$ cat config.mk
export PLATFORM = sky130hd
export DESIGN_NAME = wb_regfile_flat
export DESIGN_NICKNAME = d
export VERILOG_FILES = /design/src/rtl/mem_stage_pkg.sv /design/src/rtl/mem_wb_if.sv /design/src/rtl/wb_regfile.sv /design/src/flat_wrapper.sv
export VERILOG_INCLUDE_DIRS = /design/src /design/src/rtl
export SDC_FILE = /design/constraint.sdc
export NUM_CORES = 2
export LEC_CHECK = 0
export BUFFER_PORTS_ARGS = -buffer_cell sky130_fd_sc_hd__buf_2
export CAP_MARGIN = 40
export CORE_MARGIN = 4
export CORE_UTILIZATION = 45
export DETAILED_ROUTE_END_ITERATION = 8
export GPL_ROUTABILITY_DRIVEN = 0
export GPL_TIMING_DRIVEN = 0
export PLACE_DENSITY = 0.6
export SLEW_MARGIN = 30
export SYNTH_ARGS = -nofsm -noshare
export SYNTH_HDL_FRONTEND = slang
export SYNTH_SLANG_ARGS = --single-unit
$ cat constraint.sdc
create_clock -name clk_i -period 4.23 [get_ports clk_i]
set_input_delay 0.2115 -clock clk_i [delete_from_list [all_inputs] [get_ports clk_i]]
set_output_delay 0.2115 -clock clk_i [all_outputs]
set_load 0.05 [all_outputs]
$ cat src/rtl/mem_consts.svh
// data path width, register index width and data memory depth
`ifndef MEM_CONSTS_SVH
`define MEM_CONSTS_SVH

// integer data path width
`define XLEN 32

// x0..x31
`define REG_ADDR_W 5

// default data memory size, in words
`define DMEM_DEPTH_LOG2 10

`endif

$ cat src/rtl/mem_stage_pkg.sv
// memory stage types: data word, register index and memory operation codes
`include "mem_consts.svh"

package mem_stage_pkg;

    // addresses, store data, load data and register contents
    typedef logic [`XLEN-1:0] xword_t;

    typedef logic [`REG_ADDR_W-1:0] reg_addr_t;

    // operation handed over from EX/MEM
    typedef enum logic [3:0]
    {
        MEM_NOP = 4'd0,
        MEM_LB  = 4'd1,
        MEM_LBU = 4'd2,
        MEM_LH  = 4'd3,
        MEM_LHU = 4'd4,
        MEM_LW  = 4'd5,
        MEM_SB  = 4'd6,
        MEM_SH  = 4'd7,
        MEM_SW  = 4'd8
    } mem_oper_t;

endpackage : mem_stage_pkg

$ cat src/rtl/mem_wb_if.sv
// MEM/WB pipeline register contents
`timescale 1ns/1ps

interface mem_wb_if
    import mem_stage_pkg::*;
();

    // writeback control
    logic      wb_use_mem;
    logic      write_rd;
    reg_addr_t rd_addr;

    // candidate writeback values
    xword_t    alu_result;
    xword_t    dmem_rdata;

    modport source (output wb_use_mem, output write_rd, output rd_addr,
                    output alu_result, output dmem_rdata);

    modport sink (input wb_use_mem, input write_rd, input rd_addr,
                  input alu_result, input dmem_rdata);

endinterface : mem_wb_if

$ cat src/rtl/wb_regfile.sv
// writeback select and integer register file with a debug read port
`timescale 1ns/1ps
`include "mem_consts.svh"

module wb_regfile
    import mem_stage_pkg::*;
(
    input  logic      clk_i,
    input  logic      rstn_i,

    mem_wb_if.sink    mem_wb,

    // debug read port
    input  reg_addr_t dbg_raddr_i,
    output xword_t    dbg_rdata_o,

    // writeback observation
    output logic      wb_we_o,
    output reg_addr_t wb_rd_o,
    output xword_t    wb_data_o
);

    localparam int NUM_REGS = 2**`REG_ADDR_W;

    xword_t regs [NUM_REGS];
    xword_t wb_data;
    logic   rf_we;

    // load result or ALU result
    assign wb_data = mem_wb.wb_use_mem ? mem_wb.dmem_rdata : mem_wb.alu_result;

    // x0 is hardwired, never written
    assign rf_we = mem_wb.write_rd && (mem_wb.rd_addr != '0);

    assign wb_we_o   = mem_wb.write_rd;
    assign wb_rd_o   = mem_wb.rd_addr;
    assign wb_data_o = wb_data;

    always_ff @(posedge clk_i, negedge rstn_i)
    begin
        if (!rstn_i)
        begin
            for (int i = 0; i < NUM_REGS; i++)
            begin
                regs[i] <= '0;
            end
        end
        else if (rf_we)
        begin
            regs[mem_wb.rd_addr] <= wb_data;
        end
    end

    assign dbg_rdata_o = (dbg_raddr_i == '0) ? '0 : regs[dbg_raddr_i];

    // a cycle without a writeback request leaves every register as it was
    for (genvar g = 1; g < NUM_REGS; g++)
    begin : g_hold_chk
        a_reg_hold : assert property (@(posedge clk_i) disable iff (!rstn_i)
            !mem_wb.write_rd |=> $stable(regs[g]))
            else $error("wb_regfile: x%0d changed without write_rd", g);
    end

endmodule : wb_regfile

$ cat src/flat_wrapper.sv
// flat-port wrapper written by rule: the top's interface ports become plain ports
module wb_regfile_flat import mem_stage_pkg::*;
  (clk_i, rstn_i, dbg_raddr_i, dbg_rdata_o, wb_we_o, wb_rd_o, wb_data_o, mem_wb_wb_use_mem, mem_wb_write_rd, mem_wb_rd_addr, mem_wb_alu_result, mem_wb_dmem_rdata);
  mem_wb_if mem_wb_i ();
  input  logic clk_i;
  input  logic rstn_i;
  input  reg_addr_t dbg_raddr_i;
  output xword_t dbg_rdata_o;
  output logic wb_we_o;
  output reg_addr_t wb_rd_o;
  output xword_t wb_data_o;
  input wire logic [$bits(mem_wb_i.wb_use_mem)-1:0] mem_wb_wb_use_mem;
  input wire logic [$bits(mem_wb_i.write_rd)-1:0] mem_wb_write_rd;
  input wire logic [$bits(mem_wb_i.rd_addr)-1:0] mem_wb_rd_addr;
  input wire logic [$bits(mem_wb_i.alu_result)-1:0] mem_wb_alu_result;
  input wire logic [$bits(mem_wb_i.dmem_rdata)-1:0] mem_wb_dmem_rdata;
  assign mem_wb_i.wb_use_mem = mem_wb_wb_use_mem;
  assign mem_wb_i.write_rd = mem_wb_write_rd;
  assign mem_wb_i.rd_addr = mem_wb_rd_addr;
  assign mem_wb_i.alu_result = mem_wb_alu_result;
  assign mem_wb_i.dmem_rdata = mem_wb_dmem_rdata;
  wb_regfile u_core (.clk_i(clk_i), .rstn_i(rstn_i), .mem_wb(mem_wb_i), .dbg_raddr_i(dbg_raddr_i), .dbg_rdata_o(dbg_rdata_o), .wb_we_o(wb_we_o), .wb_rd_o(wb_rd_o), .wb_data_o(wb_data_o));
endmodule
==> summary.md <==
| Metric | Value |
|---|---|
| CP Capture Type | `output pin` |
| Status | `completed` |
| Clk sink count | `between 1k and 1.5k` |
| Final HPWL DP | `between 100 and 150 mm` |
| Core Region | `between 90,000 and 100,000 um^2` |
| Max Fanout on Critical Path | `10` |
| Critical Path RT | `~4.0 ns` |
| Final nets | `between 4k and 5k` |
| FF+latch count, synth | `a little over 1k` |
| Startpoint class of the critical path | `input port` |
| Setup repair bufs after CTS | `0` |
| Clock root cell | `clkbuf_16` |
| Die Ht | `approximately 320 um` |
| Placed insts | `5,574` |
| Die Wd | `around 320 um` |
| DR iter-0 viols | `about 3.5k` |
| IO buf count | `between 100 and 150` |
| Simple-gate area share of the yosys netlist | `approximately 9.8%` |
| Post-synth EDFFs | `0` |
| First-pass GRT wire length | `around 230 mm` |
| Mux cell area share after synthesis | `between 10 and 15%` |
| Actual slew at the worst max-slew pin | `roughly 1.1 ns` |
| Drt drc | `0` |
| H-tree depth | `3` |
| Worst Hold Class | `in -> reg` |
| Distinct cell type count after synthesis | `36` |
| Slew Viols, Final | `0` |
| Vias | `between 30k and 40k` |
| Synthesized Nets | `around 4.2k` |
| Cts repair resizes | `0` |
| Drt pass-1 iters | `6` |
| Io pins | `between 100 and 150` |
| Hold buffers post-CTS | `13` |
| CTS tree | `done` |
| Initial antenna violation count | `2` |
| Flip-flop and latch area | `around 26,000 um^2` |
| Top Registers | `u_core.regs: 1024 flops` |
| Leakage power | `23.1 nW` |
| Slew headroom | `approximately 29%` |
| VDD IR-drop max | `0.000306 V` |
| Total GRT Usage | `between 30% and 40%` |
| Routed wire length | `between 150 and 200 mm` |
| Post-Syn Area | `approximately 45,000 um^2` |
| Area of the die | `about 110,000 um^2` |
| Setup violators final | `0` |
| Biggest register | `u_core.regs` |
| RSZ-0062 raised after global routing | `no` |
| Setup_tns | `0 ns` |
| Synth Area in Compound Gates | `between 10% and 20%` |
| Area of the multi-input gates | `around 17,000 um^2` |
| Async set-reset flop share out of synthesis | `between 90% and 100%` |
| Fraction of layout cells with a size suffix above 1 | `roughly a fifth` |
| Vias in the first global route | `around 34k` |
| Layout Cells excl Fill | `approximately 5.8k` |
| Initial Util | `a little under half` |
| Layout area overhead | `15.0%` |
| Hold Vio Cnt, Final | `0` |
| Row count | `115` |
| Fmax | `around 250 MHz` |
| Fin crit share | `roughly 95%` |
| Drt via density | `just under 6` |
| DR WL/cell | `roughly 27 um` |
| Worst-skew pair later-pin latency | `roughly 0.69 ns` |
| Syn avg cell area | `roughly 11 um^2` |
| Final Critical Period | `4.01 ns` |
| Register area share after synthesis | `a little under three fifths` |
| Clock Skews | `0 ns` |
| Gr ovfl total | `0` |
| Crit Path Category | `in -> out` |
| Fill count | `8,913` |
| Clk pin slew, worst setup/hold paths | `around 0.060 ns` |
| Arr. time, crit path | `~3.8 ns` |
| Main synth FF type | `dfrtp_1` |
| Synth Area in Adders | `0%` |
| YS warnings | `0` |
| Pwr dens | `between 500 and 600 nW/um^2` |
| Max clock buf depth | `3` |
| Largest net degree at the start of global routing | `118` |
| Largest family of logic cells by synthesized area | `multiplexers` |
| XOR/XNOR Fraction of Synth Area | `0%` |
| Final antenna-violating net count | `0` |
| TritonCTS Buffers | `between 100 and 150` |
| Max-cap viol count | `0` |
| Post-Synthesis Cells | `between 4k and 5k` |
| Number of flip-flops in the largest register | `1,024` |
metrics by stage:
| stage | total power [W] | cell area, um^2 | util (%) | hold slack, ns | setup WS [ns] |
|---|---|---|---|---|---|
| after floorplan | 0.0163 | 45000 | - | -0.0841 | 1.53 |
| after global placement | 0.0179 | 47300 | 47.9 | 0.435 | -19.76 |
| after detailed placement | 0.0182 | 47800 | 48.5 | 0.184 | 0.456 |
| after CTS | 0.0279 | 51600 | 52.2 | 0.000637 | 0.402 |
| after global routing | 0.0292 | 51700 | 52.4 | 0.0161 | 0.267 |
| final | 0.0279 | 51700 | 52.4 | 0.0208 | 0.221 |
worst max-delay path, stage by stage:
cell and delay (ns):
clkbuf_1 0.48, or2_0 0.19, clkbuf_1 0.58, clkbuf_1 0.66
a211oi_1 0.34, a311oi_1 0.89, buf_2 0.41
path summary, 6_finish.rpt:
check	depth (start not counted)	end	slack [ns]	start
min in group asynchronous	2	u_core.regs[49]	0.05	rstn_i
worst min-delay path	4	u_core.regs[931]	0.02	mem_wb_dmem_rdata[3]
worst min register to register	1	u_core.regs[1010]	0.45	u_core.regs[1010]
worst max-delay path	7	dbg_rdata_o[9]	0.22	dbg_raddr_i[4]
worst max register to register	2	u_core.regs[632]	3.47	u_core.regs[632]
max in group asynchronous	7	u_core.regs[882]	1.55	rstn_i
layout make-up:
class                           count  area share (%)
Antenna cell                        2         0.00968
Buffer                            439            4.17
Clock buffer                      164            6.16
Clock inverter                     36           0.811
Inverter                           33           0.240
Multi-Input combinational cell   2622            33.1
Sequential cell                  1024            49.6
Tap cell                         1287            3.11
Timing Repair Buffer              197            2.82
cell families after synthesis:
family	count (synthesis)
AOI/OAI and AO/OA	1175
DFF	1024
buffers and inverters	472
and+or+nand+nor	1095
muxes	352
power breakdown:
part | switching, W | leakage [nW] | internal (W)
Combinational | 0.00292 | 8.54 | 0.00221
Clock | 0.00405 | 1.78 | 0.00567
Sequential | 0.00118 | 12.8 | 0.0119
routing by layer:
layer,GRT usage (%),up-vias,part of all wire [%]
met5,0,-,0
met4,12.7,0,4.5
met3,6.87,265,8.8
met2,47.2,1489,46
met1,42.0,17700,41
li1,-,15000,-
Yosys cell counts, drive strengths merged, types with 2 or more instances:
| cell | instances | share of area, % |
|---|---|---|
| nor2 | 531 | 4.7 |
| mux4 | 224 | 11 |
| nand3b | 5 | 0.14 |
| a22oi | 32 | 0.53 |
| nand3 | 2 | 0.033 |
| nand2b | 7 | 0.097 |
| nor3b | 4 | 0.067 |
| clkbuf | 245 | 2.1 |
| or4 | 4 | 0.075 |
| a221oi | 23 | 0.45 |
| nand2 | 504 | 4.2 |
| a311oi | 32 | 0.62 |
| a211oi | 32 | 0.53 |
| inv | 33 | 0.28 |
| nor2b | 34 | 0.48 |
| a21oi | 512 | 5.7 |
| o21ai | 535 | 6.0 |
| mux2i | 96 | 2.1 |
| buf | 194 | 2.7 |
| o2111ai | 9 | 0.18 |
| mux2 | 32 | 0.80 |
| dfrtp | 1024 | 57 |
cells in the final DEF (no fill, tap or decap), drive strengths merged, types with 2 or more instances in the layout:
master          n
o2111ai         9
a211oi         32
mux2           32
clkinv         22
bufinv          8
a22oi          32
clkinvlp        2
nand3b          5
mux4          224
nand2         504
a21oi         512
nor3b           4
a221oi         23
dlygate4sd3    13
nor2b          34
mux2i          96
dfrtp        1024
or4             4
buf           373
o21ai         535
clkbuf        414
nor2          531
nand3           2
a311oi         32
inv            37
diode           2
nand2b          7
(Power assumes the default switching activity.)
