`src/rtl/mem_consts.svh`:
```
// data path width, register index width and data memory depth
`ifndef MEM_CONSTS_SVH
`define MEM_CONSTS_SVH

// integer data path width
`define XLEN 32

// x0..x31
`define REG_ADDR_W 5

// default data memory size, in words
`define DMEM_DEPTH_LOG2 10

`endif

```
`src/rtl/mem_stage_pkg.sv`:
```
// memory stage types: data word, register index and memory operation codes
`include "mem_consts.svh"

package mem_stage_pkg;

    // addresses, store data, load data and register contents
    typedef logic [`XLEN-1:0] xword_t;

    typedef logic [`REG_ADDR_W-1:0] reg_addr_t;

    // operation handed over from EX/MEM
    typedef enum logic [3:0]
    {
        MEM_NOP = 4'd0,
        MEM_LB  = 4'd1,
        MEM_LBU = 4'd2,
        MEM_LH  = 4'd3,
        MEM_LHU = 4'd4,
        MEM_LW  = 4'd5,
        MEM_SB  = 4'd6,
        MEM_SH  = 4'd7,
        MEM_SW  = 4'd8
    } mem_oper_t;

endpackage : mem_stage_pkg

```
`src/rtl/dmem_if.sv`:
```
// data memory port between the load/store unit and the RAM
`timescale 1ns/1ps

interface dmem_if
    import mem_stage_pkg::*;
();

    // read side
    xword_t     addr;
    logic       read;
    xword_t     rdata;

    // write side, one enable per byte lane
    logic [3:0] wsel_byte;
    xword_t     wdata;

    modport master (output addr, output read, output wsel_byte, output wdata,
                    input rdata);

    modport slave (input addr, input read, input wsel_byte, input wdata,
                   output rdata);

endinterface : dmem_if

```
`src/rtl/mem_wb_if.sv`:
```
// MEM/WB pipeline register contents
`timescale 1ns/1ps

interface mem_wb_if
    import mem_stage_pkg::*;
();

    // writeback control
    logic      wb_use_mem;
    logic      write_rd;
    reg_addr_t rd_addr;

    // candidate writeback values
    xword_t    alu_result;
    xword_t    dmem_rdata;

    modport source (output wb_use_mem, output write_rd, output rd_addr,
                    output alu_result, output dmem_rdata);

    modport sink (input wb_use_mem, input write_rd, input rd_addr,
                  input alu_result, input dmem_rdata);

endinterface : mem_wb_if

```
`src/rtl/mem_rw.sv`:
```
// load/store unit: byte lane steering, load extension and MEM/WB registers
`timescale 1ns/1ps

module mem_rw
    import mem_stage_pkg::*;
(
    input  logic      clk_i,
    input  logic      rstn_i,

    // from EX/MEM
    input  mem_oper_t mem_oper_i,
    input  xword_t    alu_result_i,
    input  xword_t    alu_oper2_i,

    // only passed on to WB
    input  logic      wb_use_mem_i,
    input  logic      write_rd_i,
    input  reg_addr_t rd_addr_i,

    dmem_if.master    dmem,
    mem_wb_if.source  mem_wb
);

    logic [4:0] byte_shift;
    xword_t     rd_lane;
    xword_t     load_data;
    xword_t     wdata;
    logic [3:0] wsel_byte;
    logic       read;

    // bit offset of the addressed byte inside the word
    assign byte_shift = {alu_result_i[1:0], 3'b000};

    // addressed byte or halfword moved down to bit 0
    assign rd_lane = dmem.rdata >> byte_shift;

    always_comb
    begin
        read      = 1'b0;
        wsel_byte = 4'b0000;
        wdata     = '0;
        load_data = '0;

        case (mem_oper_i)
            MEM_LB:
            begin
                read      = 1'b1;
                load_data = xword_t'(signed'(rd_lane[7:0]));
            end
            MEM_LBU:
            begin
                read      = 1'b1;
                load_data = xword_t'(rd_lane[7:0]);
            end
            MEM_LH:
            begin
                read      = 1'b1;
                load_data = xword_t'(signed'(rd_lane[15:0]));
            end
            MEM_LHU:
            begin
                read      = 1'b1;
                load_data = xword_t'(rd_lane[15:0]);
            end
            MEM_LW:
            begin
                read      = 1'b1;
                load_data = dmem.rdata;
            end

            // stores shift the data up to the addressed lanes
            MEM_SB:
            begin
                wsel_byte = 4'b0001 << alu_result_i[1:0];
                wdata     = alu_oper2_i << byte_shift;
            end
            MEM_SH:
            begin
                wsel_byte = 4'b0011 << {alu_result_i[1], 1'b0};
                wdata     = alu_oper2_i << byte_shift;
            end
            MEM_SW:
            begin
                wsel_byte = 4'b1111;
                wdata     = alu_oper2_i;
            end

            default:
            begin
                read = 1'b0;
            end
        endcase
    end

    // address held at zero on idle cycles
    assign dmem.addr      = (mem_oper_i != MEM_NOP) ? alu_result_i : '0;
    assign dmem.read      = read;
    assign dmem.wsel_byte = wsel_byte;
    assign dmem.wdata     = wdata;

    always_ff @(posedge clk_i, negedge rstn_i)
    begin
        if (!rstn_i)
        begin
            mem_wb.wb_use_mem <= 1'b0;
            mem_wb.write_rd   <= 1'b0;
            mem_wb.rd_addr    <= '0;
            mem_wb.alu_result <= '0;
            mem_wb.dmem_rdata <= '0;
        end
        else
        begin
            mem_wb.wb_use_mem <= wb_use_mem_i;
            mem_wb.write_rd   <= write_rd_i;
            mem_wb.rd_addr    <= rd_addr_i;
            mem_wb.alu_result <= alu_result_i;
            mem_wb.dmem_rdata <= load_data;
        end
    end

    // unaligned accesses are not split, so they must never reach this stage
    a_half_aligned : assert property (@(posedge clk_i) disable iff (!rstn_i)
        (mem_oper_i inside {MEM_LH, MEM_LHU, MEM_SH}) |-> !alu_result_i[0])
        else $error("mem_rw: unaligned halfword access at %h", alu_result_i);

    a_word_aligned : assert property (@(posedge clk_i) disable iff (!rstn_i)
        (mem_oper_i inside {MEM_LW, MEM_SW}) |-> (alu_result_i[1:0] == 2'b00))
        else $error("mem_rw: unaligned word access at %h", alu_result_i);

    // the RAM sees either a read or a write in one cycle
    a_rw_exclusive : assert property (@(posedge clk_i) disable iff (!rstn_i)
        !(dmem.read && (|dmem.wsel_byte)))
        else $error("mem_rw: read and write strobes both active");

endmodule : mem_rw

```
`src/flat_wrapper.sv`:
```
// flat-port wrapper written by rule: the top's interface ports become plain ports
module mem_rw_flat import mem_stage_pkg::*;
  (clk_i, rstn_i, mem_oper_i, alu_result_i, alu_oper2_i, wb_use_mem_i, write_rd_i, rd_addr_i, dmem_addr, dmem_read, dmem_wsel_byte, dmem_wdata, dmem_rdata, mem_wb_wb_use_mem, mem_wb_write_rd, mem_wb_rd_addr, mem_wb_alu_result, mem_wb_dmem_rdata);
  dmem_if dmem_i ();
  mem_wb_if mem_wb_i ();
  input  logic clk_i;
  input  logic rstn_i;
  input  mem_oper_t mem_oper_i;
  input  xword_t alu_result_i;
  input  xword_t alu_oper2_i;
  input  logic wb_use_mem_i;
  input  logic write_rd_i;
  input  reg_addr_t rd_addr_i;
  output wire logic [$bits(dmem_i.addr)-1:0] dmem_addr;
  output wire logic [$bits(dmem_i.read)-1:0] dmem_read;
  output wire logic [$bits(dmem_i.wsel_byte)-1:0] dmem_wsel_byte;
  output wire logic [$bits(dmem_i.wdata)-1:0] dmem_wdata;
  input wire logic [$bits(dmem_i.rdata)-1:0] dmem_rdata;
  output wire logic [$bits(mem_wb_i.wb_use_mem)-1:0] mem_wb_wb_use_mem;
  output wire logic [$bits(mem_wb_i.write_rd)-1:0] mem_wb_write_rd;
  output wire logic [$bits(mem_wb_i.rd_addr)-1:0] mem_wb_rd_addr;
  output wire logic [$bits(mem_wb_i.alu_result)-1:0] mem_wb_alu_result;
  output wire logic [$bits(mem_wb_i.dmem_rdata)-1:0] mem_wb_dmem_rdata;
  assign dmem_addr = dmem_i.addr;
  assign dmem_read = dmem_i.read;
  assign dmem_wsel_byte = dmem_i.wsel_byte;
  assign dmem_wdata = dmem_i.wdata;
  assign dmem_i.rdata = dmem_rdata;
  assign mem_wb_wb_use_mem = mem_wb_i.wb_use_mem;
  assign mem_wb_write_rd = mem_wb_i.write_rd;
  assign mem_wb_rd_addr = mem_wb_i.rd_addr;
  assign mem_wb_alu_result = mem_wb_i.alu_result;
  assign mem_wb_dmem_rdata = mem_wb_i.dmem_rdata;
  mem_rw u_core (.clk_i(clk_i), .rstn_i(rstn_i), .mem_oper_i(mem_oper_i), .alu_result_i(alu_result_i), .alu_oper2_i(alu_oper2_i), .wb_use_mem_i(wb_use_mem_i), .write_rd_i(write_rd_i), .rd_addr_i(rd_addr_i), .dmem(dmem_i), .mem_wb(mem_wb_i));
endmodule
```
`config.mk`:
```
export PLATFORM = sky130hd
export DESIGN_NAME = mem_rw_flat
export DESIGN_NICKNAME = d
export VERILOG_FILES = /design/src/rtl/mem_stage_pkg.sv /design/src/rtl/dmem_if.sv /design/src/rtl/mem_wb_if.sv /design/src/rtl/mem_rw.sv /design/src/flat_wrapper.sv
export VERILOG_INCLUDE_DIRS = /design/src /design/src/rtl
export SDC_FILE = /design/constraint.sdc
export NUM_CORES = 1
export LEC_CHECK = 0
export BUFFER_PORTS_ARGS = -buffer_cell sky130_fd_sc_hd__clkbuf_2
export CAP_MARGIN = 30
export CORE_ASPECT_RATIO = 1.1
export CORE_MARGIN = 4
export CORE_UTILIZATION = 42
export DETAILED_ROUTE_END_ITERATION = 10
export MAX_ROUTING_LAYER = met4
export PLACE_DENSITY = 0.77
export SYNTH_ARGS = -nofsm -noshare
export SYNTH_HDL_FRONTEND = slang
export SYNTH_SLANG_ARGS = --single-unit
```
`constraint.sdc`:
```
create_clock -name clk_i -period 1.95 [get_ports clk_i]
set_input_delay 0.39 -clock clk_i [delete_from_list [all_inputs] [get_ports clk_i]]
set_output_delay 0.39 -clock clk_i [all_outputs]
set_load 0.01 [all_outputs]
```
==> impl_metrics.csv, run 1 <==
group,metric,value,unit
floorplanning,num_rows,35,
cells_and_area,antenna_cells,0,
worst_hold_path,hold_depth,1,
timing,setup_violations,0,
cells_and_area,multi_input_area,1720,um2
power_and_ir_drop,seqPwrFrac,42.9,%
detailed_routing,num_vias,3612,
floorplanning,initial_core_util,43.5,%
detailed_routing,wl_met2,6520,um
timing,maxSlewViolCount,0,
power_and_ir_drop,power.density,673,nW/um2
detailed_routing,wl_met3,852,um
detailed_routing,drc_errors,0,
power_and_ir_drop,p_leak,0.00298,uW
power_and_ir_drop,intPower,2680,uW
placement,port_buffers,248,
cells_and_area,nets,704,
yosys,yosys_register_bits,71,
yosys,ys_seq_area_share,48.3,%
setup_path,endpoint_kind,"primary output",
power_and_ir_drop,ir_drop,0.385,mV
cts,cts_buffers,9,
cells_and_area,fin_area,5450,um2
grt,grt_overflow,0,
power_and_ir_drop,net-switching-power,983,uW
power_and_ir_drop,pwr-share-clk,35.6,%
detailed_routing,top_layer,"met4",
yosys,ys.flop_type,"dfrtp_1",
cts,clock-sinks,71,
placement,placed_cell_area,5180,um2
yosys,synthArstFlopShare,100,%
setup_path,worstPathCellList,"buf_2 > buf_12 > mux4_2 > a22o_1 > clkbuf_2",
placement,place_ws,-0.00244,ns
placement,dp_hpwl,9690,um
floorplanning,die_y,106,um
yosys,syn-instance-count,334,
yosys,syn-cell-area,3680,um2
setup_path,start_kind,"input port",
setup_path,cpPeakStageDelay,0.50,ns
cells_and_area,drive_gt1_share,53.0,%
cells_and_area,area_growth,48.1,%
timing,worst_pin_slew,0.761,ns
detailed_routing,dr.pass1.iters,4,
setup_path,arrival,1.51,ns
cts,cts-root-buf,"clkbuf_8",
setup_path,cp_max_fo,7,
detailed_routing,first_iter_violations,101,
grt,grt_pass1_wl,19100,um
setup_path,required,1.56,ns
yosys,mappedNetlistNets,443,
timing,hold_viol,0,
yosys,synth_edf_count,0,
worst_hold_path,hold_path.class,"in -> reg",
detailed_routing,via_per_inst,5.08,
timing,finalSetupTns,0,ns
timing,setup_ws,0.0454,ns
floorplanning,pin_count,249,
cells_and_area,post-route-util,64.4,%
cells_and_area,regArea,1780,um2
cts,clock_path_buffers,2,
power_and_ir_drop,swShare,26.8,%
worst_hold_path,worstHoldStart,"rd_addr_i[3]",
detailed_routing,antenna_left,0,
yosys,synth_cell_type_count,39,
timing,clock.fmax,0.525,GHz
power_and_ir_drop,p_comb_share,21.5,%
detailed_routing,post_drt_wl_per_cell,16.7,um
floorplanning,die-area,10300,um2
grt,track_usage,23.6,%
power_and_ir_drop,power.total,3660,uW
timing,period_share,97.7,%
grt,grt_pass1_vias,3789,
detailed_routing,wl_met1,4380,um
floorplanning,die_x,97.2,um
cells_and_area,fillCellCount,694,
setup_path,crit_slowest_cell,"mux4_2",
timing,relSlewSlack,49.2,%
placement,gp_congestion,0.893,
cts,h-tree-depth,3,
grt,antenna_found_initial,0,
setup_path,critical_path_class,"in -> out",
outcome,run_status,"complete, no violations",
yosys,ys.warnings.count,0,
detailed_routing,wirelength,11900,um
cts,cts_tree,"done",
grt,grt_max_degree,47,
job,drv_cap,0,
yosys,syn_area_per_cell,11.0,um2
setup_path,crit_start,"alu_result_i[0]",
timing,finalCriticalPeriod,1.90,ns
cts,cts.reportedPaths.clkPinSlew,0.08,ns
floorplanning,core-area,8450,um2
-- placed cells by master, fill, tap and decap left out, drive strengths merged, types with 3 or more instances in the layout --
cell type  instances
clkbuf           256
dfrtp             71
nand2             59
o21ai             29
buf               29
nor2b             18
a22o              16
mux4              16
mux2i             15
and2b             15
inv               12
nor2              11
and2               8
a221o              8
a21oi              7
nor3               3
-- cell families after synthesis --
kind of cell	count (synthesis)	synth area share (%)
flip-flops	71	48.3
buffers and inverters	37	5.55
multiplexers	32	14.3
AND/OR/NAND/NOR	126	18.5
AO/OA/AOI/OAI	68	13.4
-- path summary, 6_finish.rpt --
| path | endpoint | slack (ns) |
|---|---|---|
| setup / recovery | dmem_wdata[25] | 0.05 |
| max in group asynchronous | u_core.mem_wb.dmem_rdata[5] | 0.98 |
| hold / removal | u_core.mem_wb.rd_addr[3] | 0.17 |
| min in group asynchronous | u_core.mem_wb.dmem_rdata[10] | 0.45 |
-- flip-flops by register name, indices dropped and copies added, names as in the netlist --
| signal | cells |
|---|---|
| u_core.mem_wb.write_rd | 1 |
| u_core.mem_wb.wb_use_mem | 1 |
| u_core.mem_wb.dmem_rdata | 32 |
| u_core.mem_wb.alu_result | 32 |
| u_core.mem_wb.rd_addr | 5 |
-- synth_stat cells (5+ instances only) --
cell type	instances	share of area, %
nor2b_1	18	3.1
buf_4	7	1.4
nor2_1	11	1.1
a21oi_1	7	0.95
mux4_2	16	9.8
and2b_1	15	3.1
o21ai_0	28	3.8
dfrtp_1	71	48
clkbuf_1	5	0.51
a221o_1	8	2.2
buf_2	9	1.2
nand2_1	59	6.0
mux2i_1	15	4.1
and2_1	8	1.4
inv_1	10	1.0
a22o_1	16	3.8
-- worst max-delay path, delay by kind of cell --
family,cells,cell delay [ns]
muxes,1,0.50
AOI/OAI and AO/OA,1,0.20
buffers and inverters,3,0.42
-- power by group through the flow --
stage          Sequential [uW]  Combinational, uW  Clock (uW)
5_1_grt                   1580                860        1410
6_report                  1570                787        1300
2_1_floorplan             1640                325           0
3_5_place_dp              1600                785           0
4_1_cts                   1570                795        1340
3_3_place_gp              1600                766           0
-- per-stage QoR --
stage	hold slack, ns	std cells
finish	0.166	711
global route	0.140	711
CTS	0.153	711
detailed placement	0.265	691
global placement	0.263	691
floorplan	0.0944	334
-- repair_timing --
action,in CTS,in global routing
hold buffers,1,0
setup endpoints to repair,2,20
resized for setup,0,5
hold endpoints to repair,7,0
buffers inserted,3,0
pin swaps,0,1
-- layer usage --
metal / global-route usage (%) / vias to the layer above
met1: 26.4 / 1729
li1: - / 1695
met4: 5.24 / 0
met2: 43.1 / 180
met3: 5.45 / 8
met5: - / -
-- final cells by class --
cell class              count  share of cell area, %
multi-input cells         226                   31.5
clock buffers              10                   2.53
inverters                  11                  0.758
clock inverters             6                   1.70
well taps                 111                   2.55
flip-flops and latches     71                   32.6
repair buffers            276                   28.3
Note: power is estimated with default switching activity, not from simulation.
==> inputs of run 2 (changes only) <==
--- a/config.mk
+++ b/config.mk
@@ -10,10 +10,10 @@
 export CAP_MARGIN = 30
 export CORE_ASPECT_RATIO = 1.1
 export CORE_MARGIN = 4
-export CORE_UTILIZATION = 42
+export CORE_UTILIZATION = 35
 export DETAILED_ROUTE_END_ITERATION = 10
 export MAX_ROUTING_LAYER = met4
-export PLACE_DENSITY = 0.77
+export PLACE_DENSITY = 0.65
 export SYNTH_ARGS = -nofsm -noshare
 export SYNTH_HDL_FRONTEND = slang
 export SYNTH_SLANG_ARGS = --single-unit
==> impl_metrics.csv, run 2 (synthesis results as in run 1) <==
group,metric,value,unit
timing,worst_pin_slew,0.774,ns
cells_and_area,fillCellCount,933,
setup_path,cp_max_fo,8,
timing,period_share,97.9,%
power_and_ir_drop,intPower,2790,uW
detailed_routing,antenna_left,0,
cells_and_area,area_growth,51.9,%
grt,grt_max_degree,72,
power_and_ir_drop,power.density,677,nW/um2
cts,clock-sinks,71,
floorplanning,die_x,106,um
power_and_ir_drop,seqPwrFrac,41.5,%
cells_and_area,biggestRegsByFlops,"u_core.mem_wb.alu_result (32), u_core.mem_wb.dmem_rdata (32), u_core.mem_wb.rd_addr (5)",
setup_path,cpMostUsedCell,"clkbuf_2",
power_and_ir_drop,pwr-share-clk,37.2,%
cells_and_area,drive_gt1_share,54.0,%
cells_and_area,antenna_cells,0,
power_and_ir_drop,p_leak,0.00303,uW
timing,setup_violations,0,
floorplanning,initial_core_util,36.5,%
detailed_routing,first_iter_violations,208,
placement,port_buffers,248,
setup_path,worstPathCellList,"clkbuf_2 > and3b_2 > nand2_2 > nor2_1 > buf_4 > a22o_1 > clkbuf_2",
setup_path,crit_slowest_cell,"and3b_2",
timing,hold_ws,0.0458,ns
detailed_routing,via_per_inst,4.95,
timing,relSlewSlack,48.4,%
floorplanning,die_y,116,um
timing,finalCriticalPeriod,1.91,ns
cts,cts_tree,"done",
power_and_ir_drop,ir_drop,0.252,mV
setup_path,start_kind,"input port",
setup_path,endpoint_kind,"primary output",
timing,clock.fmax,0.524,GHz
setup_path,required,1.56,ns
setup_path,cpPeakStageDelay,0.27,ns
grt,grt_overflow,0,
timing,rsz0062_at_grt,"true",
cts,cts.reportedPaths.clkPinSlew,0.08,ns
floorplanning,die-area,12200,um2
placement,place_ws,-0.0179,ns
floorplanning,pin_count,249,
detailed_routing,wirelength,12000,um
cells_and_area,layout_commonest_cell,"clkbuf_2",
grt,antenna_found_initial,0,
timing,hold_viol,0,
worst_hold_path,hold_path.class,"in -> async",
outcome,run_status,"complete, no violations",
detailed_routing,num_vias,3689,
job,drv_cap,0,
power_and_ir_drop,net-switching-power,995,uW
detailed_routing,post_drt_wl_per_cell,16.2,um
grt,grt_pass1_vias,3712,
placement,gp_congestion,0.907,
power_and_ir_drop,p_comb_share,21.2,%
power_and_ir_drop,swShare,26.3,%
detailed_routing,dr.pass1.iters,4,
floorplanning,core-area,10100,um2
placement,placed_cell_area,5230,um2
detailed_routing,drc_errors,0,
cells_and_area,regArea,1780,um2
cells_and_area,final_cell_mix,"clkbuf_2, dfrtp_1, nand2_1",
timing,setup_ws,0.0414,ns
placement,dp_hpwl,9470,um
power_and_ir_drop,power.total,3780,uW
cells_and_area,multi_input_area,1720,um2
floorplanning,num_rows,38,
cts,h-tree-depth,3,
cts,cts_buffers,9,
grt,grt_pass1_wl,18700,um
cells_and_area,nets,709,
setup_path,critical_path_class,"in -> out",
setup_path,arrival,1.52,ns
cells_and_area,fin_area,5580,um2
cts,clock_path_buffers,2,
grt,track_usage,19.8,%
timing,maxSlewViolCount,0,
cts,cts-root-buf,"clkbuf_8",
## run 2: final cells by class
class,count,share of cell area (%)
clock inverter,7,2.15
inverter,11,0.739
clock buffer,9,2.22
tap,140,3.14
multi-input combinational,226,30.9
sequential,71,31.8
timing repair buffer,281,29.1
## run 2: repair_timing
item | in CTS | in global routing
pin swaps | 0 | 0
hold buffers | 0 | 0
endpoints found under the setup margin | 10 | 29
gates resized for setup | 2 | 13
buffers inserted | 0 | 4
cloned | 0 | 2
## run 2: path summary, 6_finish.rpt
check,start,end,slack [ns],cells past startpoint
max in group asynchronous,rstn_i,u_core.mem_wb.alu_result[30],1.60,2
min in group clk_i,rd_addr_i[4],u_core.mem_wb.rd_addr[4],0.16,1
min,rstn_i,u_core.mem_wb.dmem_rdata[26],0.05,2
max,mem_oper_i[1],dmem_wdata[10],0.04,7
## run 2: metrics by stage
step / util, % / setup TNS (ns) / instances
2_1_floorplan: - / 0 / 334
3_3_place_gp: 51.8 / -0.0202 / 723
3_5_place_dp: 51.8 / -0.0404 / 723
4_1_cts: 54.3 / 0 / 739
5_1_grt: 55.4 / -0.0480 / 745
6_report: 55.4 / 0 / 745
## run 2: metal layers
metal,share of wire [%],track usage [%]
met1,39,22.6
met2,52,35.7
met3,8.1,3.90
met4,1.6,5.61
met5,0,-
## run 2: worst max-delay path: cells and delay by family
kind            cells  cell delay [ns]
simple gates        3             0.44
buf+inv             3             0.45
compound gates      1             0.24
## run 2: power by group through the flow
stage               sequential, uW  clock, uW  combinational, uW
finish                        1570       1410                803
global route                  1580       1520                876
CTS                           1570       1450                791
detailed placement            1600          0                786
global placement              1600          0                776
floorplan                     1640          0                325
